## src/design/mem_bus_pkg.sv

```systemverilog
/*
  Shared memory bus definitions.
  One peer owns the memory in a cycle, either the external port or the core.
*/
package mem_bus_pkg;

  // Owner of the memory in the current cycle.
  // The external port always wins when both request.
  typedef enum logic {
    REQ_EXT  = 1'b0,
    REQ_CORE = 1'b1
  } requester_t;

endpackage

```

## src/design/mem_arbiter.sv

```systemverilog
/*
  Fixed-priority arbiter for the single memory port.
  The external port always wins. Grants are combinational from the
  requests, rvalid follows a read grant by one cycle.
*/
`timescale 1ns/1ps

module mem_arbiter (
  input  logic        clk,
  input  logic        rst,
  input  logic        ext_req,
  input  logic        ext_we,
  input  logic [31:0] ext_addr,
  input  logic [31:0] ext_wdata,
  output logic        ext_gnt,
  output logic        ext_rvalid,
  input  logic        core_req,
  input  logic        core_we,
  input  logic [31:0] core_addr,
  input  logic [31:0] core_wdata,
  output logic        core_gnt,
  output logic        core_rvalid,
  output logic        mem_en,
  output logic        mem_we,
  output logic [31:0] mem_addr,
  output logic [31:0] mem_wdata
);
  mem_bus_pkg::requester_t owner;
  mem_bus_pkg::requester_t rd_owner;
  logic                    rd_pending;

  assign owner    = ext_req ? mem_bus_pkg::REQ_EXT : mem_bus_pkg::REQ_CORE;
  assign ext_gnt  = ext_req;
  assign core_gnt = core_req && !ext_req;

  // Forward the owner's access.
  assign mem_en    = ext_req || core_req;
  assign mem_we    = (owner == mem_bus_pkg::REQ_EXT) ? ext_we    : core_we;
  assign mem_addr  = (owner == mem_bus_pkg::REQ_EXT) ? ext_addr  : core_addr;
  assign mem_wdata = (owner == mem_bus_pkg::REQ_EXT) ? ext_wdata : core_wdata;

  // Read data comes back next cycle, so remember who read.
  always_ff @(posedge clk or posedge rst) begin
    if (rst) begin
      rd_pending <= 1'b0;
      rd_owner   <= mem_bus_pkg::REQ_EXT;
    end else begin
      rd_pending <= mem_en && !mem_we;
      rd_owner   <= owner;
    end
  end

  assign ext_rvalid  = rd_pending && (rd_owner == mem_bus_pkg::REQ_EXT);
  assign core_rvalid = rd_pending && (rd_owner == mem_bus_pkg::REQ_CORE);

endmodule

```

## config.mk

```make
export PLATFORM = sky130hd
export DESIGN_NAME = mem_arbiter
export DESIGN_NICKNAME = d
export VERILOG_FILES = /design/src/design/mem_bus_pkg.sv /design/src/design/mem_arbiter.sv
export SDC_FILE = /design/constraint.sdc
export NUM_CORES = 1
export LEC_CHECK = 0
export BUFFER_PORTS_ARGS = -buffer_cell sky130_fd_sc_hd__buf_2
export CORE_AREA = 2 2 79 81
export DETAILED_ROUTE_END_ITERATION = 16
export DIE_AREA = 0 0 81 83
export PLACE_DENSITY_LB_ADDON = 0.05
export REMOVE_ABC_BUFFERS = 1
export SLEW_MARGIN = 30
export SYNTH_ARGS = -nofsm -noshare
export SYNTH_HDL_FRONTEND = slang
export SYNTH_SLANG_ARGS = --single-unit
export TNS_END_PERCENT = 100
```

## constraint.sdc

```tcl
create_clock -name clk -period 0.9 [get_ports clk]
set_input_delay 0.045 -clock clk [delete_from_list [all_inputs] [get_ports clk]]
set_output_delay 0.045 -clock clk [all_outputs]
set_load 0.05 [all_outputs]
```

==> out/metrics.csv, run 1 <==
stage,metric,value,unit
clock_network,clk slew on worst S/H paths,0.03,ns
final_layout,FILL cells,626,
synthesis,"Seq/Total Area, Yosys",5.46,%
final_layout,final core occ,44.3,%
power_and_ir_drop,leakage,1.38,nW
worst_setup_path,Crit-path slowest cell,dfrtp_1,
power_and_ir_drop,Final Power,2.58,mW
status,status,"finished, violations left",
routing,Via Count,1493,
synthesis,distinct cell type count after synthesis,12,
worst_setup_path,Critical Path AT,0.90,ns
placement,GPL Wtd Cong,0.737,
final_layout,multi-input logic area,798,um2
final_layout,ant diodes,0,
routing,1st-iter DRT viols,7,
power_and_ir_drop,pwr/cell area,1000,mW/mm2
final_layout,most frequent cells in the layout,"142 x buf_2, 58 x mux2_2, 33 x buf_6",
min_path,Hold WC Path Type,input port to flip-flop,
final_layout,Layout Nets,430,
floorplan,num ports,204,
sta,max-slew violation count,0,
sta,Final Cycle Share,105,%
sta,Tightest Pin Transition,0.262,ns
clock_network,Num CTS Buffers,3,
min_path,Worst Hold Path EP,rd_pending$_DFF_PP0_,
routing,DR WL/cell,14.1,um
status,failing checks,negative setup slack,
final_layout,"commonest non-fill, non-tap cell in the layout",buf_2,
sta,setup violators final,2,
sta,achievable frequency,1060,MHz
clock_network,CTS sink cnt,2,
min_path,hold path cells,2,
clock_network,H-tree depth,1,
final_layout,ratio of cells with drive above 1 in the final layout,96.6,%
placement,detailed placement HPWL,3.93,mm
sta,relative slew slack,82.6,%
global_route,GR Overflow Total,0,
worst_setup_path,worst-path cell chain,and2_1 > buf_6,
sta,Final WS setup,-0.0458,ns
synthesis,Synth warnings,0,
worst_setup_path,critical path type,flip-flop to output port,
clock_network,"buffers from clock root to sink, at most",2,
sta,endpoints failing hold,0,
worst_setup_path,crit path max fanout,2,
synthesis,Gate Count Post-Synth,84,
floorplan,Total Die Area,0.00672,mm2
routing,TritonRoute pass-1 iters,3,
routing,total routed wirelength,5.21,mm
synthesis,Avg Inst Size Synth,10.9,um2
sta,post-layout minimum cycle time,0.946,ns
routing,Post-DRT Antenna Nets,0,
final_layout,register area,50.0,um2
global_route,initial antenna violation count,0,
worst_setup_path,max incr delay on CP,0.37,ns
min_path,Hold Crit Start,ext_we,
global_route,largest net degree at the start of global routing,10,
worst_setup_path,Critical Path RT,0.85,ns
floorplan,Site Rows,28,
placement,Port Buf Inserts,203,
placement,Place WS,-0.137,ns
floorplan,Die W,81,um
worst_setup_path,endpoint class of the critical path,output port,
floorplan,CORE AREA,0.00582,mm2
flow_run,Max Cap Viol,0,
floorplan,initial core utilization,15.7,%
synthesis,number of synthesized register bits,2,
power_and_ir_drop,Peak supply drop,0.000460,V
global_route,global-route wire length before repair,8.02,mm
floorplan,Chip Height,83,um
final_layout,Syn-to-layout area delta,181,%
routing,Via density,4.05,
sta,TNS Setup,-0.0822,ns
clock_network,CTS tree,built,
sta,RSZ-0062 raised after global routing,true,
synthesis,Mapped Area,916,um2
global_route,vias in the first global route,1615,
routing,residual DRC count,0,
global_route,GRT Overall Usage,15.2,%
worst_setup_path,crit start category,flip-flop,
clock_network,root buffer cell,clkbuf_8,
==> worst max-delay path: cells and delay by family (launching register included) <==
family | cells | cell delay [ns]
simple gates | 1 | 0.17
buf+inv | 1 | 0.15
flops | 1 | 0.37
==> power by group <==
group,switching [mW],total [mW],internal (mW)
sequential,0.00237,0.0986,0.0962
clock,0.0850,0.369,0.284
combinational,1.21,2.12,0.910
total,1.29,2.58,1.29
==> worst max-delay path by stage <==
stage	from	to	cells after the start
2_1_floorplan	rd_owner$_DFF_PP0_	ext_rvalid	1
3_3_place_gp	ext_req	mem_addr[9]	4
3_5_place_dp	ext_req	mem_addr[5]	4
4_1_cts	rd_owner$_DFF_PP0_	ext_rvalid	2
5_1_grt	rd_owner$_DFF_PP0_	ext_rvalid	2
6_report	rd_owner$_DFF_PP0_	core_rvalid	2
==> synthesized netlist by cell type <==
cell type	count	area share (%)
nor2b_1	2	1.4
or2_1	1	0.68
dfrtp_1	2	5.5
nor2_1	1	0.41
buf_6	3	3.7
mux2_2	59	73
mux2_4	6	9.8
inv_1	2	0.82
buf_4	1	0.82
o2bb2ai_1	1	0.96
and2_1	1	0.68
buf_2	5	2.7
==> area by class of cell <==
cell class              instances  area share, %
multi-input cells              71           31.0
flip-flops and latches          2           1.94
repair buffers                216           61.5
inverters                       2          0.291
clock buffers                   3           1.60
well taps                      75           3.64
==> per-layer routing <==
layer	global-route usage [%]	vias up	wire, um
met5	0	-	0
met4	4.01	0	57
met3	2.39	8	368
met2	31.5	80	3090
met1	14.8	671	1690
li1	-	734	-
==> per-stage QoR <==
step           instances  hold slack (ns)  instance area (um2)
2_1_floorplan         75           -0.214                  850
3_3_place_gp         356          -0.0996                 2010
3_5_place_dp         356          -0.0926                 2010
4_1_cts              369           0.0242                 2560
5_1_grt              369           0.0377                 2580
6_report             369           0.0268                 2580
==> flip-flops by register name (all words and copies together), names as in the netlist <==
signal      flops
rd_owner        1
rd_pending      1
==> logic make-up (layout without fill, tap and decap cells) <==
family | count (synthesis) | after routing | synth area share [%]
AOI/OAI and AO/OA | 1 | 1 | 0.956
buffers and inverters | 11 | 221 | 8.06
DFF | 2 | 2 | 5.46
muxes | 65 | 65 | 82.4
and+or+nand+nor | 5 | 5 | 3.14
==> what timing repair did <==
item                                   4_1_cts  5_1_grt
endpoints found under the hold margin        2        0
hold buffers                                 1        0
gates cloned                                 7        0
setup endpoints to repair                   67        6
resized for setup                          103        8
buffers inserted                             2        0
(Power assumes the default switching activity.)
==> inputs of run 2 (changes only) <==
--- a/config.mk
+++ b/config.mk
@@ -6,9 +6,9 @@
 export NUM_CORES = 1
 export LEC_CHECK = 0
 export BUFFER_PORTS_ARGS = -buffer_cell sky130_fd_sc_hd__buf_2
-export CORE_AREA = 2 2 79 81
+export CORE_AREA = 2 2 78 80
 export DETAILED_ROUTE_END_ITERATION = 16
-export DIE_AREA = 0 0 81 83
+export DIE_AREA = 0 0 80 82
 export PLACE_DENSITY_LB_ADDON = 0.05
 export REMOVE_ABC_BUFFERS = 1
 export SLEW_MARGIN = 30
==> constraint.sdc (replaced) <==
create_clock -name clk -period 1.2 [get_ports clk]
set_input_delay 0.06 -clock clk [delete_from_list [all_inputs] [get_ports clk]]
set_output_delay 0.06 -clock clk [all_outputs]
set_load 0.05 [all_outputs]
==> run 2 against run 1 <==
  * The run now ends clean
  * Critical path depth rose by 2
  * Global-route usage down 4.9 points
  * Worst setup slack improved by 0.17 ns
  * Flip-flop and latch count is the same
  * Clock power fell by 28%
  * First-iteration DRC count increased by 29%
  * Count of clock-buffer cells in the layout unchanged
  * Largest power group unchanged
  * Highest routed layer is now met3
==> out/metrics.csv, run 2 (same netlist as run 1, synthesis figures left out) <==
stage,metric,value,unit
status,status,"finished, final reports clean",
worst_setup_path,crit start category,input port,
routing,Post-DRT Antenna Nets,0,
placement,Place WS,0.114,ns
floorplan,Site Rows,28,
sta,RSZ-0062 raised after global routing,false,
clock_network,Num CTS Buffers,3,
clock_network,"buffers from clock root to sink, at most",2,
routing,TritonRoute pass-1 iters,2,
global_route,GRT Overall Usage,10.4,%
global_route,GR Overflow Total,0,
final_layout,Syn-to-layout area delta,124,%
clock_network,buffers inserted by post-CTS timing repair,0,
sta,relative slew slack,82.6,%
final_layout,largest registers,"rd_owner: 1 flops, rd_pending: 1 flops",
worst_setup_path,worst setup path startpoint,ext_req,
min_path,Hold WC Path Type,input port to flip-flop,
final_layout,"commonest non-fill, non-tap cell in the layout",buf_2,
final_layout,ant diodes,0,
worst_setup_path,crit path capture,mem_wdata[0],
worst_setup_path,Critical Path AT,1.02,ns
power_and_ir_drop,leakage,1.17,nW
clock_network,CTS tree,built,
routing,DR WL/cell,11.5,um
clock_network,H-tree depth,1,
sta,Final Cycle Share,90.1,%
sta,Tightest Pin Transition,0.263,ns
final_layout,ratio of cells with drive above 1 in the final layout,96.1,%
routing,Via density,3.86,
final_layout,Layout Nets,420,
global_route,global-route wire length before repair,5.44,mm
worst_setup_path,endpoint class of the critical path,output port,
clock_network,clk slew on worst S/H paths,0.03,ns
power_and_ir_drop,pwr/cell area,798,mW/mm2
routing,total routed wirelength,4.14,mm
worst_setup_path,critical path type,input port to output port,
routing,Via Count,1386,
floorplan,Chip Height,82,um
final_layout,FILL cells,653,
routing,1st-iter DRT viols,9,
final_layout,most frequent cells in the layout,"203 x buf_2, 59 x mux2_2, 6 x mux2_4",
sta,TNS Setup,0,ns
global_route,largest net degree at the start of global routing,40,
global_route,initial antenna violation count,0,
clock_network,root buffer cell,clkbuf_8,
worst_setup_path,crit path max fanout,39,
sta,setup violators final,0,
floorplan,num ports,204,
power_and_ir_drop,Peak supply drop,0.000337,V
floorplan,Total Die Area,0.00656,mm2
floorplan,Die W,80,um
floorplan,initial core utilization,15.9,%
worst_setup_path,Critical Path RT,1.14,ns
placement,GPL Wtd Cong,0.715,
placement,Port Buf Inserts,203,
floorplan,CORE AREA,0.00575,mm2
global_route,vias in the first global route,1217,
placement,detailed placement HPWL,3.67,mm
final_layout,final core occ,35.7,%
clock_network,CTS sink cnt,2,
sta,Final WS setup,0.119,ns
sta,max-slew violation count,0,
flow_run,Max Cap Viol,0,
sta,achievable frequency,925,MHz
sta,post-layout minimum cycle time,1.08,ns
sta,endpoints failing hold,0,
routing,residual DRC count,0,
## run 2: changes by cell type in the layout (fill, tap and decap cells not counted)
cell / before / now
buf_16: 8 / 0
buf_4: 29 / 0
buf_2: 142 / 203
mux2_2: 58 / 59
buf_8: 1 / 0
mux2_4: 7 / 6
nor2b_2: 1 / 0
nor2b_1: 1 / 2
buf_6: 33 / 0
## run 2: how the worst min path moves through the flow
stage,startpoint,end,slack (ns),cells after the start
CTS,ext_we,rd_pending$_DFF_PP0_,0.03,2
global route,ext_we,rd_pending$_DFF_PP0_,0.06,2
detailed placement,rst,rd_owner$_DFF_PP0_,-0.09,2
floorplan,rst,rd_owner$_DFF_PP0_,-0.20,1
finish,ext_we,rd_pending$_DFF_PP0_,0.03,2
global placement,rst,rd_pending$_DFF_PP0_,-0.08,2
## run 2: cell type report
type                       instances  area, um2  share of cell area [%]
tap                               75       93.8                    4.58
clock buffer                       3       41.3                    2.01
timing repair buffer             206       1070                    52.0
multi-input combinational         71        792                    38.6
sequential                         2       50.0                    2.44
inverter                           2       7.51                   0.366
## run 2: layer usage
| metal | GRT usage, % | share of wire (%) | up-vias | wire (um) |
|---|---|---|---|---|
| met3 | 2.20 | 8.6 | 0 | 355 |
| met5 | 0 | 0 | - | 0 |
| met1 | 10.3 | 32 | 606 | 1330 |
| li1 | - | - | 710 | - |
| met4 | 1.02 | 0 | 0 | 0 |
| met2 | 22.3 | 59 | 70 | 2460 |
## run 2: per-stage QoR
stage	hold WS (ns)	power (mW)	std cells	cell area (um2)
final	0.0338	1.64	359	2050
after global routing	0.0586	1.72	359	2050
after CTS	0.0304	1.66	359	2050
after detailed placement	-0.0902	1.38	355	2000
after global placement	-0.0844	1.38	355	2000
after floorplan	-0.199	0.953	75	850
## run 2: worst max-delay path, cell delays in order
cell    delay, ns
buf_2        0.13
buf_12       0.23
mux2_2       0.36
buf_2        0.21
## run 2: power breakdown
part           total [mW]  switching, mW  internal (mW)  leakage (nW)
logic                1.30          0.849          0.451          1.13
clock network       0.264         0.0516          0.212        0.0216
registers          0.0736        0.00137         0.0722        0.0241
## run 2: what timing repair did
item,in CTS,in global routing
endpoints found under the hold margin,2,0
hold buffers,1,0
resized for setup,0,0
