--- config.mk ---
export PLATFORM = sky130hd
export DESIGN_NAME = core_control
export DESIGN_NICKNAME = d
export VERILOG_FILES = /design/src/design/rv_isa_pkg.sv /design/src/design/core_control.sv /design/src/design/divider.sv /design/src/design/insn_decode.sv /design/src/design/reg_file.sv
export SDC_FILE = /design/constraint.sdc
export NUM_CORES = 2
export LEC_CHECK = 0
export ABC_AREA = 1
export BUFFER_PORTS_ARGS = -buffer_cell sky130_fd_sc_hd__buf_2
export CORE_MARGIN = 5
export CORE_UTILIZATION = 40
export CTS_BUF_LIST = sky130_fd_sc_hd__clkbuf_4 sky130_fd_sc_hd__clkbuf_8 sky130_fd_sc_hd__clkbuf_16
export CTS_CLUSTER_DIAMETER = 200
export CTS_CLUSTER_SIZE = 14
export DETAILED_ROUTE_END_ITERATION = 6
export PLACE_DENSITY_LB_ADDON = 0.1
export REMOVE_ABC_BUFFERS = 1
export SLEW_MARGIN = 10
export SYNTH_ARGS = -nofsm -noshare
export SYNTH_HDL_FRONTEND = slang
export SYNTH_SLANG_ARGS = --single-unit
export TNS_END_PERCENT = 20
--- constraint.sdc ---
create_clock -name clk -period 34.9 [get_ports clk]
set_clock_uncertainty 0.2 [all_clocks]
set_input_delay 1.745 -clock clk [delete_from_list [all_inputs] [get_ports clk]]
set_output_delay 1.745 -clock clk [all_outputs]
set_load 0.02 [all_outputs]
--- src/design/rv_isa_pkg.sv ---
/*
  RV32 subset used by the core and its testbench.
  Only the opcodes below are decoded. Every other encoding runs as a no-op.
  All memory accesses are whole words.
*/
package rv_isa_pkg;

  // Widths with a meaning of their own.
  typedef logic [31:0] word_t;
  typedef logic [31:0] insn_t;
  typedef logic [4:0]  reg_addr_t;
  typedef logic [6:0]  opcode_t;

  // --------------------
  // Major opcodes, bits 6:0.
  localparam opcode_t OP_LUI     = 7'b0110111;
  localparam opcode_t OP_REG_IMM = 7'b0010011;
  localparam opcode_t OP_REG_REG = 7'b0110011;
  localparam opcode_t OP_LOAD    = 7'b0000011;
  localparam opcode_t OP_STORE   = 7'b0100011;
  localparam opcode_t OP_BRANCH  = 7'b1100011;
  localparam opcode_t OP_JAL     = 7'b1101111;
  localparam opcode_t OP_SYSTEM  = 7'b1110011;

  // Function codes in bits 31:25.
  localparam logic [6:0] FUNCT7_MULDIV = 7'b0000001;
  localparam logic [6:0] FUNCT7_SUB    = 7'b0100000;

  // --------------------
  // Operation after decode.
  typedef enum logic [3:0] {
    OPN_NOP, OPN_LUI, OPN_ADDI, OPN_ADD, OPN_SUB, OPN_LW, OPN_SW,
    OPN_BEQ, OPN_JAL, OPN_DIV, OPN_DIVU, OPN_REM, OPN_REMU, OPN_HALT
  } op_t;

endpackage

--- src/design/core_control.sv ---
/*
  Multi-cycle RV32 core, one instruction at a time.
  Fetch and data accesses share one memory port and may wait any number
  of cycles for a grant. The PC starts at 0 and the core leaves IDLE on run.
  ECALL raises halt, which holds until reset.
*/
`timescale 1ns/1ps

module core_control (
  input  logic              clk,
  input  logic              rst,
  input  logic              run,
  output logic              halt,
  output logic              core_req,
  output logic              core_we,
  output rv_isa_pkg::word_t core_addr,
  output rv_isa_pkg::word_t core_wdata,
  input  logic              core_gnt,
  input  logic              core_rvalid,
  input  rv_isa_pkg::word_t mem_rdata
);
  typedef enum logic [2:0] {
    IDLE, FETCH_REQ, FETCH_WAIT, EXECUTE, DATA_REQ, LOAD_WAIT, DIVIDE, HALTED
  } state_t;

  state_t                state;
  rv_isa_pkg::word_t     pc;
  rv_isa_pkg::insn_t     ir;
  rv_isa_pkg::reg_addr_t rs1;
  rv_isa_pkg::reg_addr_t rs2;
  rv_isa_pkg::reg_addr_t rd;
  rv_isa_pkg::word_t     imm;
  rv_isa_pkg::op_t       op;
  rv_isa_pkg::word_t     rs1_data;
  rv_isa_pkg::word_t     rs2_data;
  rv_isa_pkg::word_t     alu_result;
  rv_isa_pkg::word_t     rf_wdata;
  rv_isa_pkg::word_t     pc_plus4;
  rv_isa_pkg::word_t     next_pc;
  rv_isa_pkg::word_t     div_result;
  logic                  rf_we;
  logic                  writes_rd;
  logic                  is_div;
  logic                  div_done;

  insn_decode u_decode (
    .insn(ir), .rs1(rs1), .rs2(rs2), .rd(rd), .imm(imm), .op(op)
  );

  reg_file u_regs (
    .clk(clk), .rst(rst), .rs1(rs1), .rs2(rs2),
    .rs1_data(rs1_data), .rs2_data(rs2_data),
    .we(rf_we), .rd(rd), .rd_data(rf_wdata)
  );

  // Operands are sampled by the divider in the EXECUTE cycle.
  divider u_div (
    .clk(clk), .rst(rst), .start(state == EXECUTE && is_div),
    .is_signed(op == rv_isa_pkg::OPN_DIV || op == rv_isa_pkg::OPN_REM),
    .want_rem(op == rv_isa_pkg::OPN_REM || op == rv_isa_pkg::OPN_REMU),
    .dividend(rs1_data), .divisor(rs2_data), .done(div_done), .result(div_result)
  );

  // --------------------
  // ALU and branch target.
  assign is_div   = op inside {rv_isa_pkg::OPN_DIV, rv_isa_pkg::OPN_DIVU,
                               rv_isa_pkg::OPN_REM, rv_isa_pkg::OPN_REMU};
  assign pc_plus4 = pc + 32'd4;
  assign next_pc  = (op == rv_isa_pkg::OPN_JAL ||
                     (op == rv_isa_pkg::OPN_BEQ && rs1_data == rs2_data)) ? pc + imm : pc_plus4;

  always_comb begin
    alu_result = '0;
    writes_rd  = 1'b1;
    case (op)
      rv_isa_pkg::OPN_LUI:  alu_result = imm;
      rv_isa_pkg::OPN_ADDI: alu_result = rs1_data + imm;
      rv_isa_pkg::OPN_ADD:  alu_result = rs1_data + rs2_data;
      rv_isa_pkg::OPN_SUB:  alu_result = rs1_data - rs2_data;
      // JAL links the address after itself.
      rv_isa_pkg::OPN_JAL:  alu_result = pc_plus4;
      default:              writes_rd  = 1'b0;
    endcase
  end

  // Write back from the ALU, the load data or the divider.
  always_comb begin
    rf_we    = 1'b0;
    rf_wdata = alu_result;
    case (state)
      EXECUTE: rf_we = writes_rd;
      LOAD_WAIT: begin
        rf_we    = core_rvalid;
        rf_wdata = mem_rdata;
      end
      DIVIDE: begin
        rf_we    = div_done;
        rf_wdata = div_result;
      end
      default: rf_we = 1'b0;
    endcase
  end

  // --------------------
  // Memory requests. The request level holds until the grant.
  assign core_req   = (state == FETCH_REQ) || (state == DATA_REQ);
  assign core_we    = (state == DATA_REQ) && (op == rv_isa_pkg::OPN_SW);
  assign core_addr  = (state == DATA_REQ) ? rs1_data + imm : pc;
  assign core_wdata = rs2_data;

  always_ff @(posedge clk or posedge rst) begin
    if (rst) begin
      state <= IDLE;
      pc    <= '0;
      halt  <= 1'b0;
    end else begin
      case (state)
        IDLE:       if (run) state <= FETCH_REQ;
        FETCH_REQ:  if (core_gnt) state <= FETCH_WAIT;
        FETCH_WAIT: if (core_rvalid) state <= EXECUTE;
        EXECUTE: begin
          if (op == rv_isa_pkg::OPN_HALT) begin
            halt  <= 1'b1;
            state <= HALTED;
          end else if (op == rv_isa_pkg::OPN_LW || op == rv_isa_pkg::OPN_SW) begin
            state <= DATA_REQ;
          end else if (is_div) begin
            state <= DIVIDE;
          end else begin
            pc    <= next_pc;
            state <= FETCH_REQ;
          end
        end
        DATA_REQ: begin
          // A store is done once granted, a load waits for its data.
          if (core_gnt && op == rv_isa_pkg::OPN_SW) begin
            pc    <= pc_plus4;
            state <= FETCH_REQ;
          end else if (core_gnt) begin
            state <= LOAD_WAIT;
          end
        end
        LOAD_WAIT, DIVIDE: begin
          if ((state == LOAD_WAIT && core_rvalid) || (state == DIVIDE && div_done)) begin
            pc    <= pc_plus4;
            state <= FETCH_REQ;
          end
        end
        HALTED:  state <= HALTED;
        default: state <= IDLE;
      endcase
    end
  end

  // Instruction register.
  always_ff @(posedge clk) begin
    if (state == FETCH_WAIT && core_rvalid) ir <= mem_rdata;
  end

endmodule

--- src/design/divider.sv ---
/*
  Iterative restoring divider, one quotient bit per cycle.
  done pulses exactly 32 cycles after start, with result valid in that cycle.
  start is ignored by the caller while busy. Signed ops divide magnitudes.
  Divide by zero gives all ones and a remainder equal to the dividend.
*/
`timescale 1ns/1ps

module divider (
  input  logic              clk,
  input  logic              rst,
  input  logic              start,
  input  logic              is_signed,
  input  logic              want_rem,
  input  rv_isa_pkg::word_t dividend,
  input  rv_isa_pkg::word_t divisor,
  output logic              done,
  output rv_isa_pkg::word_t result
);
  rv_isa_pkg::word_t abs_dividend;
  rv_isa_pkg::word_t abs_divisor;
  rv_isa_pkg::word_t rem_q;
  rv_isa_pkg::word_t quo_q;
  rv_isa_pkg::word_t dvsr_q;
  rv_isa_pkg::word_t step_rem;
  rv_isa_pkg::word_t step_quo;
  rv_isa_pkg::word_t step_dvsr;
  rv_isa_pkg::word_t next_rem;
  rv_isa_pkg::word_t next_quo;
  logic [32:0]       shifted;
  logic [32:0]       trial;
  logic [4:0]        step_cnt;
  logic              busy;
  logic              neg_quo;
  logic              neg_rem;
  logic              div_zero;
  logic              rem_sel;

  assign abs_dividend = (is_signed && dividend[31]) ? -dividend : dividend;
  assign abs_divisor  = (is_signed && divisor[31])  ? -divisor  : divisor;

  // --------------------
  // One restoring step.
  // The first step runs on the start edge, straight from the magnitudes.
  assign step_rem  = start ? '0 : rem_q;
  assign step_quo  = start ? abs_dividend : quo_q;
  assign step_dvsr = start ? abs_divisor : dvsr_q;
  assign shifted   = {step_rem, step_quo[31]};
  assign trial     = shifted - {1'b0, step_dvsr};
  // Negative trial means restore and shift in a zero.
  assign next_rem  = trial[32] ? shifted[31:0] : trial[31:0];
  assign next_quo  = {step_quo[30:0], ~trial[32]};

  // Step counter. Count 31 is the last of the 32 steps.
  always_ff @(posedge clk or posedge rst) begin
    if (rst) begin
      busy     <= 1'b0;
      step_cnt <= '0;
      done     <= 1'b0;
    end else begin
      done <= 1'b0;
      if (start) begin
        busy     <= 1'b1;
        step_cnt <= 5'd1;
      end else if (busy) begin
        step_cnt <= step_cnt + 5'd1;
        if (step_cnt == 5'd31) begin
          busy <= 1'b0;
          done <= 1'b1;
        end
      end
    end
  end

  // Working values and the sign rules of the operation.
  always_ff @(posedge clk) begin
    if (start || busy) begin
      rem_q <= next_rem;
      quo_q <= next_quo;
    end
    if (start) begin
      dvsr_q   <= abs_divisor;
      neg_quo  <= is_signed && (dividend[31] ^ divisor[31]);
      neg_rem  <= is_signed && dividend[31];
      div_zero <= (divisor == '0);
      rem_sel  <= want_rem;
    end
  end

  // Remainder follows the dividend sign, which also covers divide by zero.
  always_comb begin
    if (rem_sel) begin
      result = neg_rem ? -rem_q : rem_q;
    end else if (div_zero) begin
      result = '1;
    end else begin
      result = neg_quo ? -quo_q : quo_q;
    end
  end

endmodule

--- src/design/insn_decode.sv ---
/*
  Instruction decoder for the RV32 subset.
  Pure combinational. Unsupported encodings map to OPN_NOP.
  The immediate format is chosen from the opcode and is sign-extended.
*/
`timescale 1ns/1ps

module insn_decode (
  input  rv_isa_pkg::insn_t     insn,
  output rv_isa_pkg::reg_addr_t rs1,
  output rv_isa_pkg::reg_addr_t rs2,
  output rv_isa_pkg::reg_addr_t rd,
  output rv_isa_pkg::word_t     imm,
  output rv_isa_pkg::op_t       op
);
  rv_isa_pkg::opcode_t opcode;
  logic [2:0]          funct3;
  logic [6:0]          funct7;

  assign opcode = insn[6:0];
  assign funct3 = insn[14:12];
  assign funct7 = insn[31:25];
  assign rd     = insn[11:7];
  assign rs1    = insn[19:15];
  assign rs2    = insn[24:20];

  always_comb begin
    op  = rv_isa_pkg::OPN_NOP;
    imm = '0;
    case (opcode)
      rv_isa_pkg::OP_LUI: begin
        op  = rv_isa_pkg::OPN_LUI;
        imm = {insn[31:12], 12'b0};
      end
      rv_isa_pkg::OP_REG_IMM: begin
        // Only ADDI among the immediate ALU ops.
        imm = {{20{insn[31]}}, insn[31:20]};
        if (funct3 == 3'b000) op = rv_isa_pkg::OPN_ADDI;
      end
      rv_isa_pkg::OP_REG_REG: begin
        if (funct7 == rv_isa_pkg::FUNCT7_MULDIV) begin
          // Divide group, funct3 100 to 111. MUL is not supported.
          case (funct3)
            3'b100:  op = rv_isa_pkg::OPN_DIV;
            3'b101:  op = rv_isa_pkg::OPN_DIVU;
            3'b110:  op = rv_isa_pkg::OPN_REM;
            3'b111:  op = rv_isa_pkg::OPN_REMU;
            default: op = rv_isa_pkg::OPN_NOP;
          endcase
        end else if (funct3 == 3'b000 && funct7 == 7'd0) begin
          op = rv_isa_pkg::OPN_ADD;
        end else if (funct3 == 3'b000 && funct7 == rv_isa_pkg::FUNCT7_SUB) begin
          op = rv_isa_pkg::OPN_SUB;
        end
      end
      rv_isa_pkg::OP_LOAD: begin
        imm = {{20{insn[31]}}, insn[31:20]};
        if (funct3 == 3'b010) op = rv_isa_pkg::OPN_LW;
      end
      rv_isa_pkg::OP_STORE: begin
        imm = {{20{insn[31]}}, insn[31:25], insn[11:7]};
        if (funct3 == 3'b010) op = rv_isa_pkg::OPN_SW;
      end
      rv_isa_pkg::OP_BRANCH: begin
        imm = {{19{insn[31]}}, insn[31], insn[7], insn[30:25], insn[11:8], 1'b0};
        if (funct3 == 3'b000) op = rv_isa_pkg::OPN_BEQ;
      end
      rv_isa_pkg::OP_JAL: begin
        op  = rv_isa_pkg::OPN_JAL;
        imm = {{11{insn[31]}}, insn[31], insn[19:12], insn[20], insn[30:21], 1'b0};
      end
      rv_isa_pkg::OP_SYSTEM: begin
        // ECALL only, all upper bits zero.
        if (insn[31:7] == 25'd0) op = rv_isa_pkg::OPN_HALT;
      end
      default: op = rv_isa_pkg::OPN_NOP;
    endcase
  end

endmodule

--- src/design/reg_file.sv ---
/*
  General register file, 32 x 32 bits.
  Two asynchronous read ports and one write port.
  x0 reads as zero and ignores writes. Reset clears every register.
*/
`timescale 1ns/1ps

module reg_file (
  input  logic                  clk,
  input  logic                  rst,
  input  rv_isa_pkg::reg_addr_t rs1,
  input  rv_isa_pkg::reg_addr_t rs2,
  output rv_isa_pkg::word_t     rs1_data,
  output rv_isa_pkg::word_t     rs2_data,
  input  logic                  we,
  input  rv_isa_pkg::reg_addr_t rd,
  input  rv_isa_pkg::word_t     rd_data
);
  rv_isa_pkg::word_t regs [32];

  // Reads see the old value in a write cycle.
  assign rs1_data = (rs1 == 5'd0) ? '0 : regs[rs1];
  assign rs2_data = (rs2 == 5'd0) ? '0 : regs[rs2];

  always_ff @(posedge clk or posedge rst) begin
    if (rst) begin
      for (int i = 0; i < 32; i++) begin
        regs[i] <= '0;
      end
    end else if (we && rd != 5'd0) begin
      regs[rd] <= rd_data;
    end
  end

endmodule

==> flow_summary.yaml <==
outcome:
  status: "complete, no violations"
timing:
  finalHoldViolations: 0
  fin_crit_ns: 10.0
  max_freq_mhz: 100
  rsz0062_at_grt: "false"
  relSlewSlack: 0.175
  setup_viol: 0
  fin_hold_ws_ns: 0.205
  setup_slack_ns: 24.90
  slew_violations: 0
  setup_tns_ns: 0
  min_period_over_period: 0.286
  worst_slew_pin_slew_ns: 1.24
synthesis:
  synth_ff_type: "dfrtp_1"
  syn_inst: 12800
  synth_area_leaders: "dfrtp_1 (32%), nand2_1 (27%), nand3_1 (11%)"
  syn_area_sq_um: 82200
  async_reset_ff_frac: 0.890
  postSynthAreaPerCell_sq_um: 6.41
  synth_seq_cells: 1199
  ys_seq_area_frac: 0.369
  synth_edf_count: 100
  yosys_warnings: 0
  synth_top_area_frac: 0.325
  synth.distinct_cells: 62
  synth_largest_area_cell: "dfrtp_1"
worst_hold_path:
  hold_class: "register to register"
pwr:
  p_leak_uw: 0.0427
  vdd_drop_max_uv: 40.9
  power_uw: 3970
  powerDensity_nw_per_um2: 46.0
layout:
  final_area_sq_um: 86300
  final_cell_mix: "nand2_1 (5920), nand3_1 (1853), dfrtp_1 (1067)"
  layout-drive-gt1-share: 0.0465
  fin_nets: 12600
  final_common_cell: "nand2_1"
  syn_to_final_growth_pct: 4.99
worst_setup_path:
  cp_slowest_stage_delay_ns: 0.83
  crit_type: "register to output port"
  crit_path_start_kind: "register"
  cp-end-kind: "output port"
  crit_path_cell_trace: "buf_12, inv_8, buf_12, buf_4, nand3_1, nand3_1, nand2_1, nand2_1, nand3_1, nand3_1, inv_1, ha_1, nand3_1, nand2_1, inv_1, o21ai_0, a21oi_1, o21ai_0, nand2_1, nand3_1, nand3_1, o21ai_0, buf_2"
  arrival_ns: 8.05
  cp_max_fo: 116
  critPathMostFrequentCell: "nand3_1"
  slowest_stage: "buf_4"
  cp_data_required_time_ns: 32.95
drt:
  routed_wl_microns: 412000
  dr.pass1.iters: 7
  wire_per_inst_microns: 27.4
  drc: 0
  drt_iter0_markers: 12700
  detail-route-antenna-nets: 0
  vias: 89100
  vias_per_cell: 5.91
clocking:
  ctsHtreeMaxLevel: 3
  cts_tree: "done"
  cts_resized: 0
  cts_root_buf: "clkbuf_16"
  holdBufCountCts: 0
  cts_made_buffers: 95
  cts_sinks: 1199
  clk_latency_ns: 0.80
  cts_setup_buffers: 0
  clkTransAtPathRegs_ns: 0.08
  clk_path_buf_depth: 3
place:
  globalplace.congestion: 1.01
  portBuffers: 103
  dp_slack_ns: 25.84
  dpl-instance-area_sq_um: 83700
  hpwl_microns: 264000
die:
  rows: 166
  fp.dieArea_sq_um: 215000
  core_sq_um: 205000
  dieWidth_microns: 463
  io_pins: 104
  die_h_microns: 463
  start_util: 0.402
grt:
  grt_pass1_vias: 82200
  grt_pass1_wl_microns: 588000
  antenna_found_initial: 24
  grt_use_total: 0.368
  grt_max_degree: 181
  overflow: 0
run:
  maxCapViolations: 0
-- registers in the layout, summed over array words and instances (netlist names), 3 cells and up --
name            cells
state               3
u_div.dvsr_q       32
ir                 32
u_div.step_cnt      5
u_regs.regs      1024
u_div.quo_q        32
pc                 32
u_div.rem_q        32
-- metal layers --
metal	vias to the layer above	global-route usage	routed length, microns
met2	5397	0.540	172000
met1	42600	0.506	170000
met5	-	0.00535	199
li1	40100	-	-
met3	969	0.0689	42700
met4	6	0.215	28000
-- metrics by stage --
stage               utilization  cells
global route              0.422  15100
detailed placement        0.409  14900
finish                    0.422  15100
CTS                       0.422  15100
global placement          0.409  14900
floorplan                     -  12000
-- worst max-delay path: cells and delay by family (launching register included) --
kind / cells / cell delay [ns]
adder cells (fa/ha/maj): 1 / 0.42
AO/OA/AOI/OAI: 4 / 1.28
buffers and inverters: 7 / 2.91
flip-flops: 1 / 0.42
AND/OR/NAND/NOR: 11 / 1.80
-- final timing paths --
path	start	end	slack (ns)	cells after the start
max	ir[16]$_DFFE_PP_	core_addr[29]	24.90	23
min	u_regs.regs[993]$_DFFE_PP0P_	u_regs.regs[993]$_DFFE_PP0P_	0.20	0
max reg2reg	ir[15]$_DFFE_PP_	u_div.rem_q[8]$_DFFE_PP_	25.54	35
min reg2reg	u_regs.regs[993]$_DFFE_PP0P_	u_regs.regs[993]$_DFFE_PP0P_	0.20	0
max in group asynchronous	rst	u_regs.regs[89]$_DFFE_PP0P_	30.58	5
min in group asynchronous	rst	u_regs.regs[678]$_DFFE_PP0P_	0.86	2
-- cell families after synthesis --
family / synth area share
fa+ha+maj: 0.0260
simple gates: 0.431
xor+xnor: 0.0152
flops: 0.369
mux: 0.000122
buf+inv: 0.0800
compound gates: 0.0782
-- synth_stat cells, types with 6 or more instances --
library cell  number
nand2_1         5946
nand3_1         1857
dfrtp_1         1067
o21ai_0          670
inv_1            578
nor2_1           561
buf_2            462
a21oi_1          282
clkbuf_1         264
ha_1             163
xor2_1           105
edfxtp_1         100
nor3_1            75
o21ai_1           73
nand4_1           70
buf_4             61
buf_1             51
inv_2             49
o211ai_1          41
xnor2_1           38
or2_2             36
dfxtp_1           32
o22ai_1           28
buf_6             22
o221ai_1          22
nor4_1            21
o21bai_1          17
a21o_1            15
nand3b_1          15
nor2_2            12
a31oi_1           11
a21boi_0           8
nor2_4             8
nand2_2            7
o2111ai_1          6
-- final cells by class --
| class | instances | area (sq um) |
|---|---|---|
| Multi-Input combinational cell | 10100 | 45400 |
| Sequential cell | 1199 | 30300 |
| Tap cell | 2688 | 3360 |
| Inverter | 633 | 2430 |
| Clock buffer | 110 | 2500 |
| Fill cell | 21800 | 118000 |
| Antenna cell | 7 | 17.5 |
| Clock inverter | 7 | 130 |
| Timing Repair Buffer | 287 | 2110 |
-- power by group --
part           total [uW]  internal (uW)  switching (uW)
Clock                1080            505             578
Combinational        1410            319            1090
Sequential           1480           1430            45.1
Total                3970           2260            1710
No activity file was read; power rests on OpenSTA's default activity.
